[config.mk]
export PLATFORM = sky130hd
export DESIGN_NAME = sram_arbiter
export DESIGN_NICKNAME = d
export VERILOG_FILES = /design/src/nes_mem_pkg.sv /design/src/sram_pkg.sv /design/src/sram_arbiter.sv
export SDC_FILE = /design/constraint.sdc
export NUM_CORES = 1
export LEC_CHECK = 0
export BUFFER_PORTS_ARGS = -buffer_cell sky130_fd_sc_hd__buf_2
export CAP_MARGIN = 30
export CORE_MARGIN = 8
export CORE_UTILIZATION = 39
export CTS_CLUSTER_SIZE = 8
export DETAILED_ROUTE_END_ITERATION = 10
export HOLD_SLACK_MARGIN = 0.05
export PLACE_DENSITY = 0.8
export SYNTH_ARGS = -nofsm -noshare
export SYNTH_HDL_FRONTEND = slang
export SYNTH_SLANG_ARGS = --single-unit
[constraint.sdc]
create_clock -name clk -period 1.95 [get_ports clk]
set_input_delay 0.39 -clock clk [delete_from_list [all_inputs] [get_ports clk]]
set_output_delay 0.39 -clock clk [all_outputs]
set_load 0.005 [all_outputs]
[src/nes_mem_pkg.sv]
`default_nettype none

package nes_mem_pkg;

	// **************************************************
	// Console address map and bus widths
	// **************************************************

	// CPU bus address width
	localparam int CPU_ADDR_W = 16;
	// PPU bus address width
	localparam int PPU_ADDR_W = 14;
	// Work RAM and name table, 2 KB each
	localparam int RAM_ADDR_W = 11;
	localparam int DATA_W = 8;

	// Character data sits above the 32 KB program area in SRAM
	localparam int unsigned CHR_SRAM_BASE = 'h8000;

	// Fixed name table mirroring, set per cartridge
	typedef enum logic
	{
		HORIZONTAL,
		VERTICAL
	} nt_mirror_e;

	// **************************************************
	// Bus bundles
	// **************************************************

	// CPU side, held from ph2 rising through ph2 falling
	typedef struct packed
	{
		logic [CPU_ADDR_W-1:0] addr;
		logic                  rnw;
		logic [DATA_W-1:0]     wdata;
	} cpu_bus_t;

	// PPU side, requests are single cycle pulses
	typedef struct packed
	{
		logic                  rd_req;
		logic                  wr_req;
		logic [PPU_ADDR_W-1:0] addr;
		logic [DATA_W-1:0]     wdata;
	} ppu_bus_t;

	// One cycle strobes from the CPU clock generator
	typedef struct packed
	{
		logic ph2_rising;
		logic ph2_falling;
	} cpu_phase_t;

endpackage

`default_nettype wire

[src/sram_pkg.sv]
`default_nettype none

package sram_pkg;

	// **************************************************
	// External asynchronous SRAM, 128K x 16
	// **************************************************

	localparam int SRAM_WORD_ADDR_W = 17;
	localparam int SRAM_DATA_W = 16;
	// Byte address as seen by the bus ports, LSB picks the lane
	localparam int SRAM_BYTE_ADDR_W = SRAM_WORD_ADDR_W + 1;

	// Chip controls, all active low
	typedef struct packed
	{
		logic csn;
		logic oen;
		logic wen;
		logic lbn;
		logic hbn;
	} sram_ctrl_t;

	// One granted access from the arbiter
	typedef struct packed
	{
		logic                        rd;
		logic                        wr;
		// Set when the CPU issued the access
		logic                        cpu_owner;
		// Odd byte, upper lane
		logic                        upper;
		logic [SRAM_WORD_ADDR_W-1:0] word_addr;
		// Same byte on both lanes
		logic [SRAM_DATA_W-1:0]      wdata;
	} sram_req_t;

	// Pin driver state, follows the access on the pins
	typedef enum logic [1:0]
	{
		IDLE,
		READ,
		WRITE
	} sram_state_e;

endpackage

`default_nettype wire

[src/sram_arbiter.sv]
`default_nettype none

module sram_arbiter (
	input  logic                                   clk,
	input  logic                                   rst,
	input  logic                                   cpu_sram_rd,
	input  logic                                   cpu_sram_wr,
	input  logic [sram_pkg::SRAM_BYTE_ADDR_W-1:0]  cpu_sram_byte_addr,
	input  logic [nes_mem_pkg::DATA_W-1:0]         cpu_wdata,
	input  logic                                   ppu_sram_rd,
	input  logic [sram_pkg::SRAM_BYTE_ADDR_W-1:0]  ppu_sram_byte_addr,
	output sram_pkg::sram_req_t                    req
);
	import sram_pkg::*;

	logic                        cpu_rd_pend;
	logic                        cpu_rd_any;
	logic                        grant_wr;
	logic                        grant_ppu;
	logic                        grant_cpu_rd;
	logic [SRAM_BYTE_ADDR_W-1:0] grant_addr;

	logic                        rd_q;
	logic                        wr_q;
	logic                        owner_q;
	logic                        upper_q;
	logic [SRAM_WORD_ADDR_W-1:0] word_addr_q;
	logic [SRAM_DATA_W-1:0]      wdata_q;

	// **************************************************
	// Priority
	// **************************************************

	// New CPU read or the one left over from last cycle
	assign cpu_rd_any = cpu_sram_rd | cpu_rd_pend;

	// CPU write first, then PPU read, then CPU read
	assign grant_wr = cpu_sram_wr;
	assign grant_ppu = ~grant_wr & ppu_sram_rd;
	assign grant_cpu_rd = ~grant_wr & ~ppu_sram_rd & cpu_rd_any;

	// CPU address is held for the whole bus cycle, so a deferred read reuses it
	assign grant_addr = grant_ppu ? ppu_sram_byte_addr : cpu_sram_byte_addr;

	// Losing CPU read waits here
	always_ff @(posedge clk)
	begin
		if (rst)
			cpu_rd_pend <= 1'b0;
		else
			cpu_rd_pend <= cpu_rd_any & ~grant_cpu_rd;
	end

	// **************************************************
	// Request register
	// **************************************************

	always_ff @(posedge clk)
	begin
		if (rst)
		begin
			rd_q <= 1'b0;
			wr_q <= 1'b0;
			owner_q <= 1'b0;
		end
		else
		begin
			rd_q <= grant_ppu | grant_cpu_rd;
			wr_q <= grant_wr;
			owner_q <= grant_wr | grant_cpu_rd;
		end
	end

	always_ff @(posedge clk)
	begin
		// Odd byte goes to the upper lane
		upper_q <= grant_addr[0];
		word_addr_q <= grant_addr[SRAM_BYTE_ADDR_W-1:1];
		// Mask picks the lane, the byte goes to both
		wdata_q <= {cpu_wdata, cpu_wdata};
	end

	always_comb
	begin
		req = '{
			rd: rd_q,
			wr: wr_q,
			cpu_owner: owner_q,
			upper: upper_q,
			word_addr: word_addr_q,
			wdata: wdata_q
		};
	end

endmodule

`default_nettype wire

==> metrics.cfg <==
[timing]
relSlewSlack_pct = 81.7
timing.final.setup_violations = 0
skew_ps = 3.03
min_period_over_period_pct = 59.6
hold_viol_final = 0
final_max_slew_viol_count = 0
layout_min_cycle_time_ps = 1160
fin_worst_hold_slack_ps = 174
worst-slew-pin-transition_ps = 275
fin_tns_setup_ps = 0
rsz0062_at_grt = false
clock.fmax_ghz = 0.861

[die]
placement_rows = 18
die_width_um = 66.9
floorplan.io_pins = 86
area_of_the_die_sq_mm = 0.00447
die_height_um = 66.9
floorplan.initialDensity_pct = 41.1
core_region_area_sq_mm = 0.00245

[clock_tree]
cts_hold_repair.buffers = 0
ctsRootBufferMaster = clkbuf_4
cts.reportedPaths.clkPinSlew_ps = 90
cts_repair_resize_count = 0
cts.repair_timing.setup_buffer_count = 0
cts.sink_count = 30
max-clock-path-buffers = 2
cts_made_buffers = 5
worst_skew_pair_later_pin_latency_ps = 310
cts-htree-levels = 2
tritoncts = built

[run]
max_cap_viol_count = 0

[layout]
instances_no_fill = 181
seqCellArea_sq_um = 601
nNetsFinal = 199
multiInputGateArea_sq_um = 283
fillCellCount = 225
n_antenna_cell = 0
area_growth_syn_to_layout_pct = 40.6
layout-drive-gt1-share_pct = 73.5

[worst_setup_path]
worst_r2r_endpoint = rd_q
cpLargestDelayFamily = flip-flops
path_class = reg2out
critical_path.n_buffers_inverters = 1
register_to_register_path_depth = 2
cp_slowest_cell = dfxtp_1
timing.critical_path.fanout_max = 2
worst-endpoint-required_ps = 1560
path_cells = buf_2
worstReg2RegStart = cpu_rd_pend
critPathArrivalTime_ps = 770
critPathMaxStageDelay_ps = 340
register_to_register_setup_slack_ps = 1270
critPathLaunchType = register
setup.worst_path.end_class = output pin

[global_route]
first_global_vias = 929
grt_pass1_wl_mm = 3.93
antenna_found_initial = 0
grt_usage_pct = 11.7
overflow = 0
pin_count_of_the_biggest_net_entering_global_routing = 19

[pwr]
cellLeakagePower_nw = 0.771
total_power_mw = 1.21
vdd.ir_drop.worst_v = 0.000660
power.density_cell_area_mw_per_mm2 = 850

[place]
post-dp-hpwl_mm = 2.17
i_o_buffers = 85
placed_cells_incl_taps = 173
gpl.final_weighted_congestion = 0.657

[run_status]
outcome = finished clean

[yosys]
yosysWarnings = 0
post_synth_num_cell_types = 13
netlist_area_sq_mm = 0.00101
postSynthAreaPerCell_sq_um = 14.2
number_of_synthesized_register_bits = 30
register_area_share_after_synthesis_pct = 59.6
synthesis.instances = 71
synthesis.nets = 120

[min_path]
hold_path_class = in2reg
min_from = cpu_wdata[0]
hold_depth = 1
worst_hold_path.endpoint = wdata_q[8]

[drt]
drt_first_iter_violations = 14
wl_per_cell_um = 14.0
ant_nets = 0
drc = 0
detailroute.via_count = 779
postRouteWirelength_mm = 2.54
vias_per_cell = 4.30
detailedRoute.firstPassIterationCount = 4

final cells by class:
| cell class | instances | area share, % |
|---|---|---|
| Sequential cell | 30 | 42.4 |
| Timing Repair Buffer | 86 | 30.5 |
| Multi-Input combinational cell | 26 | 19.9 |
| Clock buffer | 7 | 3.88 |
| Tap cell | 30 | 2.65 |
| Clock inverter | 1 | 0.353 |
| Inverter | 1 | 0.265 |
flip-flops by register name, summed over array words and instances, names as in the netlist:
signal	flops
word_addr_q	17
wdata_q	8
cpu_rd_pend	1
owner_q	1
rd_q	1
upper_q	1
wr_q	1
through the flow:
step / setup WS (ps) / util [%] / cell area (sq um)
2_1_floorplan: 747 / - / 1010
3_3_place_gp: 601 / 55.3 / 1360
3_5_place_dp: 570 / 55.3 / 1360
4_1_cts: 758 / 57.7 / 1420
5_1_grt: 732 / 57.7 / 1420
6_report: 788 / 57.7 / 1420
how the worst max path moves through the flow:
stage | to | start | cells past startpoint
final | req[1] | wdata_q[9] | 1
after global routing | req[1] | wdata_q[9] | 1
after CTS | req[1] | wdata_q[9] | 1
after detailed placement | word_addr_q[0] | cpu_sram_wr | 4
after global placement | word_addr_q[1] | cpu_sram_wr | 4
after floorplan | word_addr_q[10] | cpu_sram_wr | 4
Yosys cell counts:
library cell	n	area share, %
o22ai_1	1	0.62
mux2_2	8	8.9
nor3_1	2	0.99
mux2_4	10	15
nor2_1	2	0.74
buf_4	12	8.9
o21bai_1	1	0.74
buf_12	1	2.0
buf_6	1	1.1
inv_1	1	0.37
dfxtp_1	30	60
nand2b_1	1	0.62
a21oi_1	1	0.50
cell usage in the layout, fill, tap and decap left out:
cell	Yosys	final
nand2b_1	1	1
nor3_1	2	2
dfxtp_1	30	30
a21oi_1	1	1
o21bai_1	1	1
mux2_2	8	8
clkbuf_8	0	1
clkbuf_1	0	1
clkinv_2	0	1
buf_2	0	85
nor2_1	2	2
clkbuf_4	0	5
mux2_4	10	10
o22ai_1	1	1
buf_4	12	1
inv_1	1	1
logic make-up after synthesis:
logic type,share of synthesized area (%)
DFF,59.6
muxes,23.8
buffers and inverters,12.4
and+or+nand+nor,2.36
AOI/OAI and AO/OA,1.86
layer usage:
metal	vias up	track usage, %	wire [um]
met1	338	9.81	766
met5	-	0	0
met3	6	5.54	313
met2	53	21.4	1400
met4	0	7.83	64
li1	382	-	-
report_power, final:
group	switching (mW)	internal [mW]	total, mW	leakage (nW)
clock network	0.197	0.175	0.371	0.0353
registers	0.0119	0.656	0.668	0.253
logic	0.0598	0.106	0.166	0.483
total	0.269	0.937	1.21	0.771
(Power assumes the default switching activity.)
