## src/nes_mem_pkg.sv

```systemverilog
`default_nettype none

package nes_mem_pkg;

	// **************************************************
	// Console address map and bus widths
	// **************************************************

	// CPU bus address width
	localparam int CPU_ADDR_W = 16;
	// PPU bus address width
	localparam int PPU_ADDR_W = 14;
	// Work RAM and name table, 2 KB each
	localparam int RAM_ADDR_W = 11;
	localparam int DATA_W = 8;

	// Character data sits above the 32 KB program area in SRAM
	localparam int unsigned CHR_SRAM_BASE = 'h8000;

	// Fixed name table mirroring, set per cartridge
	typedef enum logic
	{
		HORIZONTAL,
		VERTICAL
	} nt_mirror_e;

	// **************************************************
	// Bus bundles
	// **************************************************

	// CPU side, held from ph2 rising through ph2 falling
	typedef struct packed
	{
		logic [CPU_ADDR_W-1:0] addr;
		logic                  rnw;
		logic [DATA_W-1:0]     wdata;
	} cpu_bus_t;

	// PPU side, requests are single cycle pulses
	typedef struct packed
	{
		logic                  rd_req;
		logic                  wr_req;
		logic [PPU_ADDR_W-1:0] addr;
		logic [DATA_W-1:0]     wdata;
	} ppu_bus_t;

	// One cycle strobes from the CPU clock generator
	typedef struct packed
	{
		logic ph2_rising;
		logic ph2_falling;
	} cpu_phase_t;

endpackage

`default_nettype wire

```

## src/sram_pkg.sv

```systemverilog
`default_nettype none

package sram_pkg;

	// **************************************************
	// External asynchronous SRAM, 128K x 16
	// **************************************************

	localparam int SRAM_WORD_ADDR_W = 17;
	localparam int SRAM_DATA_W = 16;
	// Byte address as seen by the bus ports, LSB picks the lane
	localparam int SRAM_BYTE_ADDR_W = SRAM_WORD_ADDR_W + 1;

	// Chip controls, all active low
	typedef struct packed
	{
		logic csn;
		logic oen;
		logic wen;
		logic lbn;
		logic hbn;
	} sram_ctrl_t;

	// One granted access from the arbiter
	typedef struct packed
	{
		logic                        rd;
		logic                        wr;
		// Set when the CPU issued the access
		logic                        cpu_owner;
		// Odd byte, upper lane
		logic                        upper;
		logic [SRAM_WORD_ADDR_W-1:0] word_addr;
		// Same byte on both lanes
		logic [SRAM_DATA_W-1:0]      wdata;
	} sram_req_t;

	// Pin driver state, follows the access on the pins
	typedef enum logic [1:0]
	{
		IDLE,
		READ,
		WRITE
	} sram_state_e;

endpackage

`default_nettype wire

```

## src/sram_phy.sv

```systemverilog
`default_nettype none

module sram_phy (
	input  logic                                   clk,
	input  logic                                   rst,
	input  sram_pkg::sram_req_t                    req,
	input  logic [sram_pkg::SRAM_DATA_W-1:0]       sram_data_in,
	output sram_pkg::sram_ctrl_t                   sram_ctrl,
	output logic [sram_pkg::SRAM_WORD_ADDR_W-1:0]  sram_addr,
	output logic [sram_pkg::SRAM_DATA_W-1:0]       sram_data_out,
	output logic [sram_pkg::SRAM_DATA_W-1:0]       sram_data_t,
	output logic [nes_mem_pkg::DATA_W-1:0]         sram_rdata,
	output logic                                   cpu_rd_done
);
	import nes_mem_pkg::*;
	import sram_pkg::*;

	sram_state_e                 state_d;
	sram_state_e                 state_q;
	sram_ctrl_t                  ctrl_q;
	logic [SRAM_WORD_ADDR_W-1:0] addr_q;
	logic [SRAM_DATA_W-1:0]      dout_q;
	logic [SRAM_DATA_W-1:0]      data_t_q;
	// Lane and owner of the access now on the pins
	logic                        upper_q;
	logic                        owner_q;
	logic [SRAM_DATA_W-1:0]      din_q;
	logic                        lane_q;

	// **************************************************
	// Pin state
	// **************************************************

	// Write wins if both ever show up
	always_comb
	begin
		if (req.wr)
			state_d = WRITE;
		else if (req.rd)
			state_d = READ;
		else
			state_d = IDLE;
	end

	// One active cycle per request, back to idle unless another follows
	always_ff @(posedge clk)
	begin
		if (rst)
		begin
			state_q <= IDLE;
			ctrl_q <= '1;
			data_t_q <= '1;
		end
		else
		begin
			state_q <= state_d;
			case (state_d)
				WRITE:
				begin
					ctrl_q <= '{csn: 1'b0, oen: 1'b1, wen: 1'b0,
						lbn: req.upper, hbn: ~req.upper};
					// Drive the data bus
					data_t_q <= '0;
				end
				READ:
				begin
					ctrl_q <= '{csn: 1'b0, oen: 1'b0, wen: 1'b1,
						lbn: req.upper, hbn: ~req.upper};
					data_t_q <= '1;
				end
				default:
				begin
					ctrl_q <= '1;
					data_t_q <= '1;
				end
			endcase
		end
	end

	// Address and write data follow the request
	always_ff @(posedge clk)
	begin
		if (req.rd || req.wr)
			addr_q <= req.word_addr;
		if (req.wr)
			dout_q <= req.wdata;
		if (req.rd)
		begin
			upper_q <= req.upper;
			owner_q <= req.cpu_owner;
		end
	end

	assign sram_ctrl = ctrl_q;
	assign sram_addr = addr_q;
	assign sram_data_out = dout_q;
	assign sram_data_t = data_t_q;

	// **************************************************
	// Read capture
	// **************************************************

	// Sample the bus at the end of the read cycle
	always_ff @(posedge clk)
	begin
		if (state_q == READ)
		begin
			din_q <= sram_data_in;
			lane_q <= upper_q;
		end
	end

	// Done pulse lines up with the captured byte
	always_ff @(posedge clk)
	begin
		if (rst)
			cpu_rd_done <= 1'b0;
		else
			cpu_rd_done <= (state_q == READ) & owner_q;
	end

	// Held until the next read
	assign sram_rdata = lane_q ? din_q[SRAM_DATA_W-1 -: DATA_W] : din_q[DATA_W-1:0];

endmodule

`default_nettype wire

```

## config.mk

```make
export PLATFORM = sky130hd
export DESIGN_NAME = sram_phy
export DESIGN_NICKNAME = d
export VERILOG_FILES = /design/src/nes_mem_pkg.sv /design/src/sram_pkg.sv /design/src/sram_phy.sv
export SDC_FILE = /design/constraint.sdc
export NUM_CORES = 1
export LEC_CHECK = 0
export BUFFER_PORTS_ARGS = -buffer_cell sky130_fd_sc_hd__clkbuf_2
export CAP_MARGIN = 20
export CORE_MARGIN = 2
export CORE_UTILIZATION = 45
export DETAILED_ROUTE_END_ITERATION = 10
export GPL_ROUTABILITY_DRIVEN = 0
export PLACE_DENSITY = 0.78
export SYNTH_ARGS = -nofsm -noshare
export SYNTH_HDL_FRONTEND = slang
export SYNTH_SLANG_ARGS = --single-unit
export TNS_END_PERCENT = 30
```

## constraint.sdc

```tcl
create_clock -name clk -period 2.59 [get_ports clk]
set_input_delay 0.518 -clock clk [delete_from_list [all_inputs] [get_ports clk]]
set_output_delay 0.518 -clock clk [all_outputs]
set_load 0.05 [all_outputs]
```

==> run metrics <==
number of antenna violations at the first check in global routing 0; Final period util 76.9%; worst clock skew on the final layout 0.00425 ns; worst stage delay on the critical path 0.54 ns; total of flip-flops plus latches after synthesis 61; depth of the worst register-to-register path 2; share of cells above drive strength 1 65.0%; worst-case vdd ir drop 496 uV; fin nets 267; count of clock tree sinks 61; Core ar. 4350 sq um; area share of the largest cell type after synthesis 76.9%; Crit path required time 2.07 ns; Hold Buf Count CTS 0; maximum number of pins on one net before global-route repair 20; via count of the first global-routing pass 1144; final WL 3.63 mm; arrival time reported for the critical path endpoint 1.47 ns; number of antenna repair diodes 0; slew of the pin with the lowest slew margin 0.625 ns; global-route usage over all layers 14.6%; worst hold-check path type in -> reg; die outline height 71.2 um; setup repair after global routing missed its margin false; width of the chip 71.2 um; number of nets with antenna violations after detailed routing 0; clock slew at reported path FFs 0.06 ns; commonest cells after routing, fill and taps aside sky130_fd_sc_hd__clkbuf_2 (117), sky130_fd_sc_hd__edfxtp_1 (52), sky130_fd_sc_hd__clkbuf_8 (11); most common library cell in the layout ignoring fill and taps sky130_fd_sc_hd__clkbuf_2; DRC violations left 0; PostCTS Resize Cnt 0; Synth Area per Inst 20.7 sq um; # Max-Cap Violations 0; Final setup violation count 0; main area contributors after synthesis sky130_fd_sc_hd__edfxtp_1 (77%), sky130_fd_sc_hd__dfxtp_1 (8.9%), sky130_fd_sc_hd__buf_4 (5.5%); clock tree root buffer cell sky130_fd_sc_hd__clkbuf_8; buffers inserted by post-CTS timing repair 0; leftover overflow at the end of global routing 0; result of the run completed; wire length of the first global-routing pass 5.34 mm; Synth cell types 14; final max-slew violation count 0; number of I/O pins 118; non-filler cells, final 269; worst path setup slack after routing 0.598 ns; Cells after DPL 253; Avg WL per Cell 13.5 um; starting density of the core 46.6%; maximum level of the CTS H-tree 3; worst hold stages 1; Clock Path Buffers 2; worst-skew pair later-pin latency 0.31 ns; die area 5060 sq um; static leakage 1.23 nW; total of buffers placed on input and output ports 117; post-route standard cell area excluding fillers 2740 sq um; category of the worst setup path launch point flip-flop; cell taking the most area after synthesis sky130_fd_sc_hd__edfxtp_1; Worst Setup Path Type reg -> out; via total after detailed routing 1153; row count 24; sequential cell area fraction in the yosys report 85.8%; synthesized net count 153; CTS tree yes; relative slew slack 58.3%; Critical Path Slowest Stage Cell sky130_fd_sc_hd__edfxtp_1; final period demand of the worst path 1.99 ns; Detailed Place HPWL 2.73 mm; power per unit of standard cell area 820 nW/um^2; critical path endpoint category output port; Yosys warning count 0; Syn Std Cell Area 2030 sq um; maximum clock frequency 502 MHz; layout-stage area growth over the synthesis result 35.2%; number of buffers added by the clock tree synthesis step 9; Final Hold Violating Endpoints 0; Setup WS pre-CTS 0.913 ns; number of DRC markers in iteration 0 44; Placement Cell Area 2570 sq um; number of iterations in the first detailed-routing pass 4; post-synthesis cell count 98; fill cell total of the finished layout 331; largest fanout of any net on the critical path 8; cell-by-cell trace of the critical path mux2_2 > clkbuf_2; vias per std cell 4.29; setup total negative slack 0 ns
[registers in the layout, summed over array words and instances (netlist names)]
| register | flops |
|---|---|
| sram_addr | 17 |
| din_q | 16 |
| sram_data_out | 16 |
| sram_ctrl | 5 |
| state_q | 2 |
| cpu_rd_done | 1 |
| lane_q | 1 |
| owner_q | 1 |
| sram_data_t | 1 |
| upper_q | 1 |
[worst max-delay path, delay by kind of cell, from the launching register on]
family / cells / cell delay, ns
buffers and inverters: 1 / 0.24
muxes: 1 / 0.39
DFF: 1 / 0.54
[synth_stat cells (all sizes together)]
cell type and instances:
nand2 1, mux2 8, nor2b 2, and3b 1, nor2 2, dfxtp 9, or2 1, buf 16
and2 1, edfxtp 52, o21bai 1, or3b 1, inv 3
[final timing paths]
kind	slack (ns)	startpoint	endpoint
setup / recovery	0.60	lane_q	sram_rdata[7]
hold / removal	0.37	sram_data_in[7]	din_q[7]
setup reg to reg	1.62	state_q[0]	din_q[10]
hold reg to reg	0.46	upper_q	lane_q
[stage by stage]
step	util [%]	hold WS (ns)	total power, mW
after detailed placement	59.1	0.453	1.55
after global routing	63.0	0.350	2.33
final	63.0	0.374	2.25
after global placement	59.1	0.421	1.55
after CTS	63.0	0.354	2.28
after floorplan	-	0.400	1.45
[where the power goes]
group,switching [mW],internal [mW]
combinational,0.295,0.0808
clock,0.324,0.398
sequential,0.0194,1.13
total,0.639,1.61
[cell type report]
type	instances	area, sq um	area share, %
Timing Repair Buffer	119	601	21.9
Multi-Input combinational cell	18	153	5.56
Clock buffer	14	163	5.93
Sequential cell	61	1740	63.5
Clock inverter	2	10.0	0.365
Inverter	3	11.3	0.410
Tap cell	52	65.1	2.37
[logic make-up after synthesis]
family	count (synthesis)	share of synthesized area [%]
DFF	61	85.8
buffers and inverters	19	6.66
and+or+nand+nor	9	2.71
muxes	8	4.44
AOI/OAI and AO/OA	1	0.370
[routing by layer]
metal,GRT usage (%),wire (um),vias to the layer above
met5,0,0,-
met4,8.18,34,0
met3,7.55,326,2
met2,22.4,1860,57
met1,16.3,1410,523
li1,-,-,571
No activity file was read; power rests on OpenSTA's default activity.
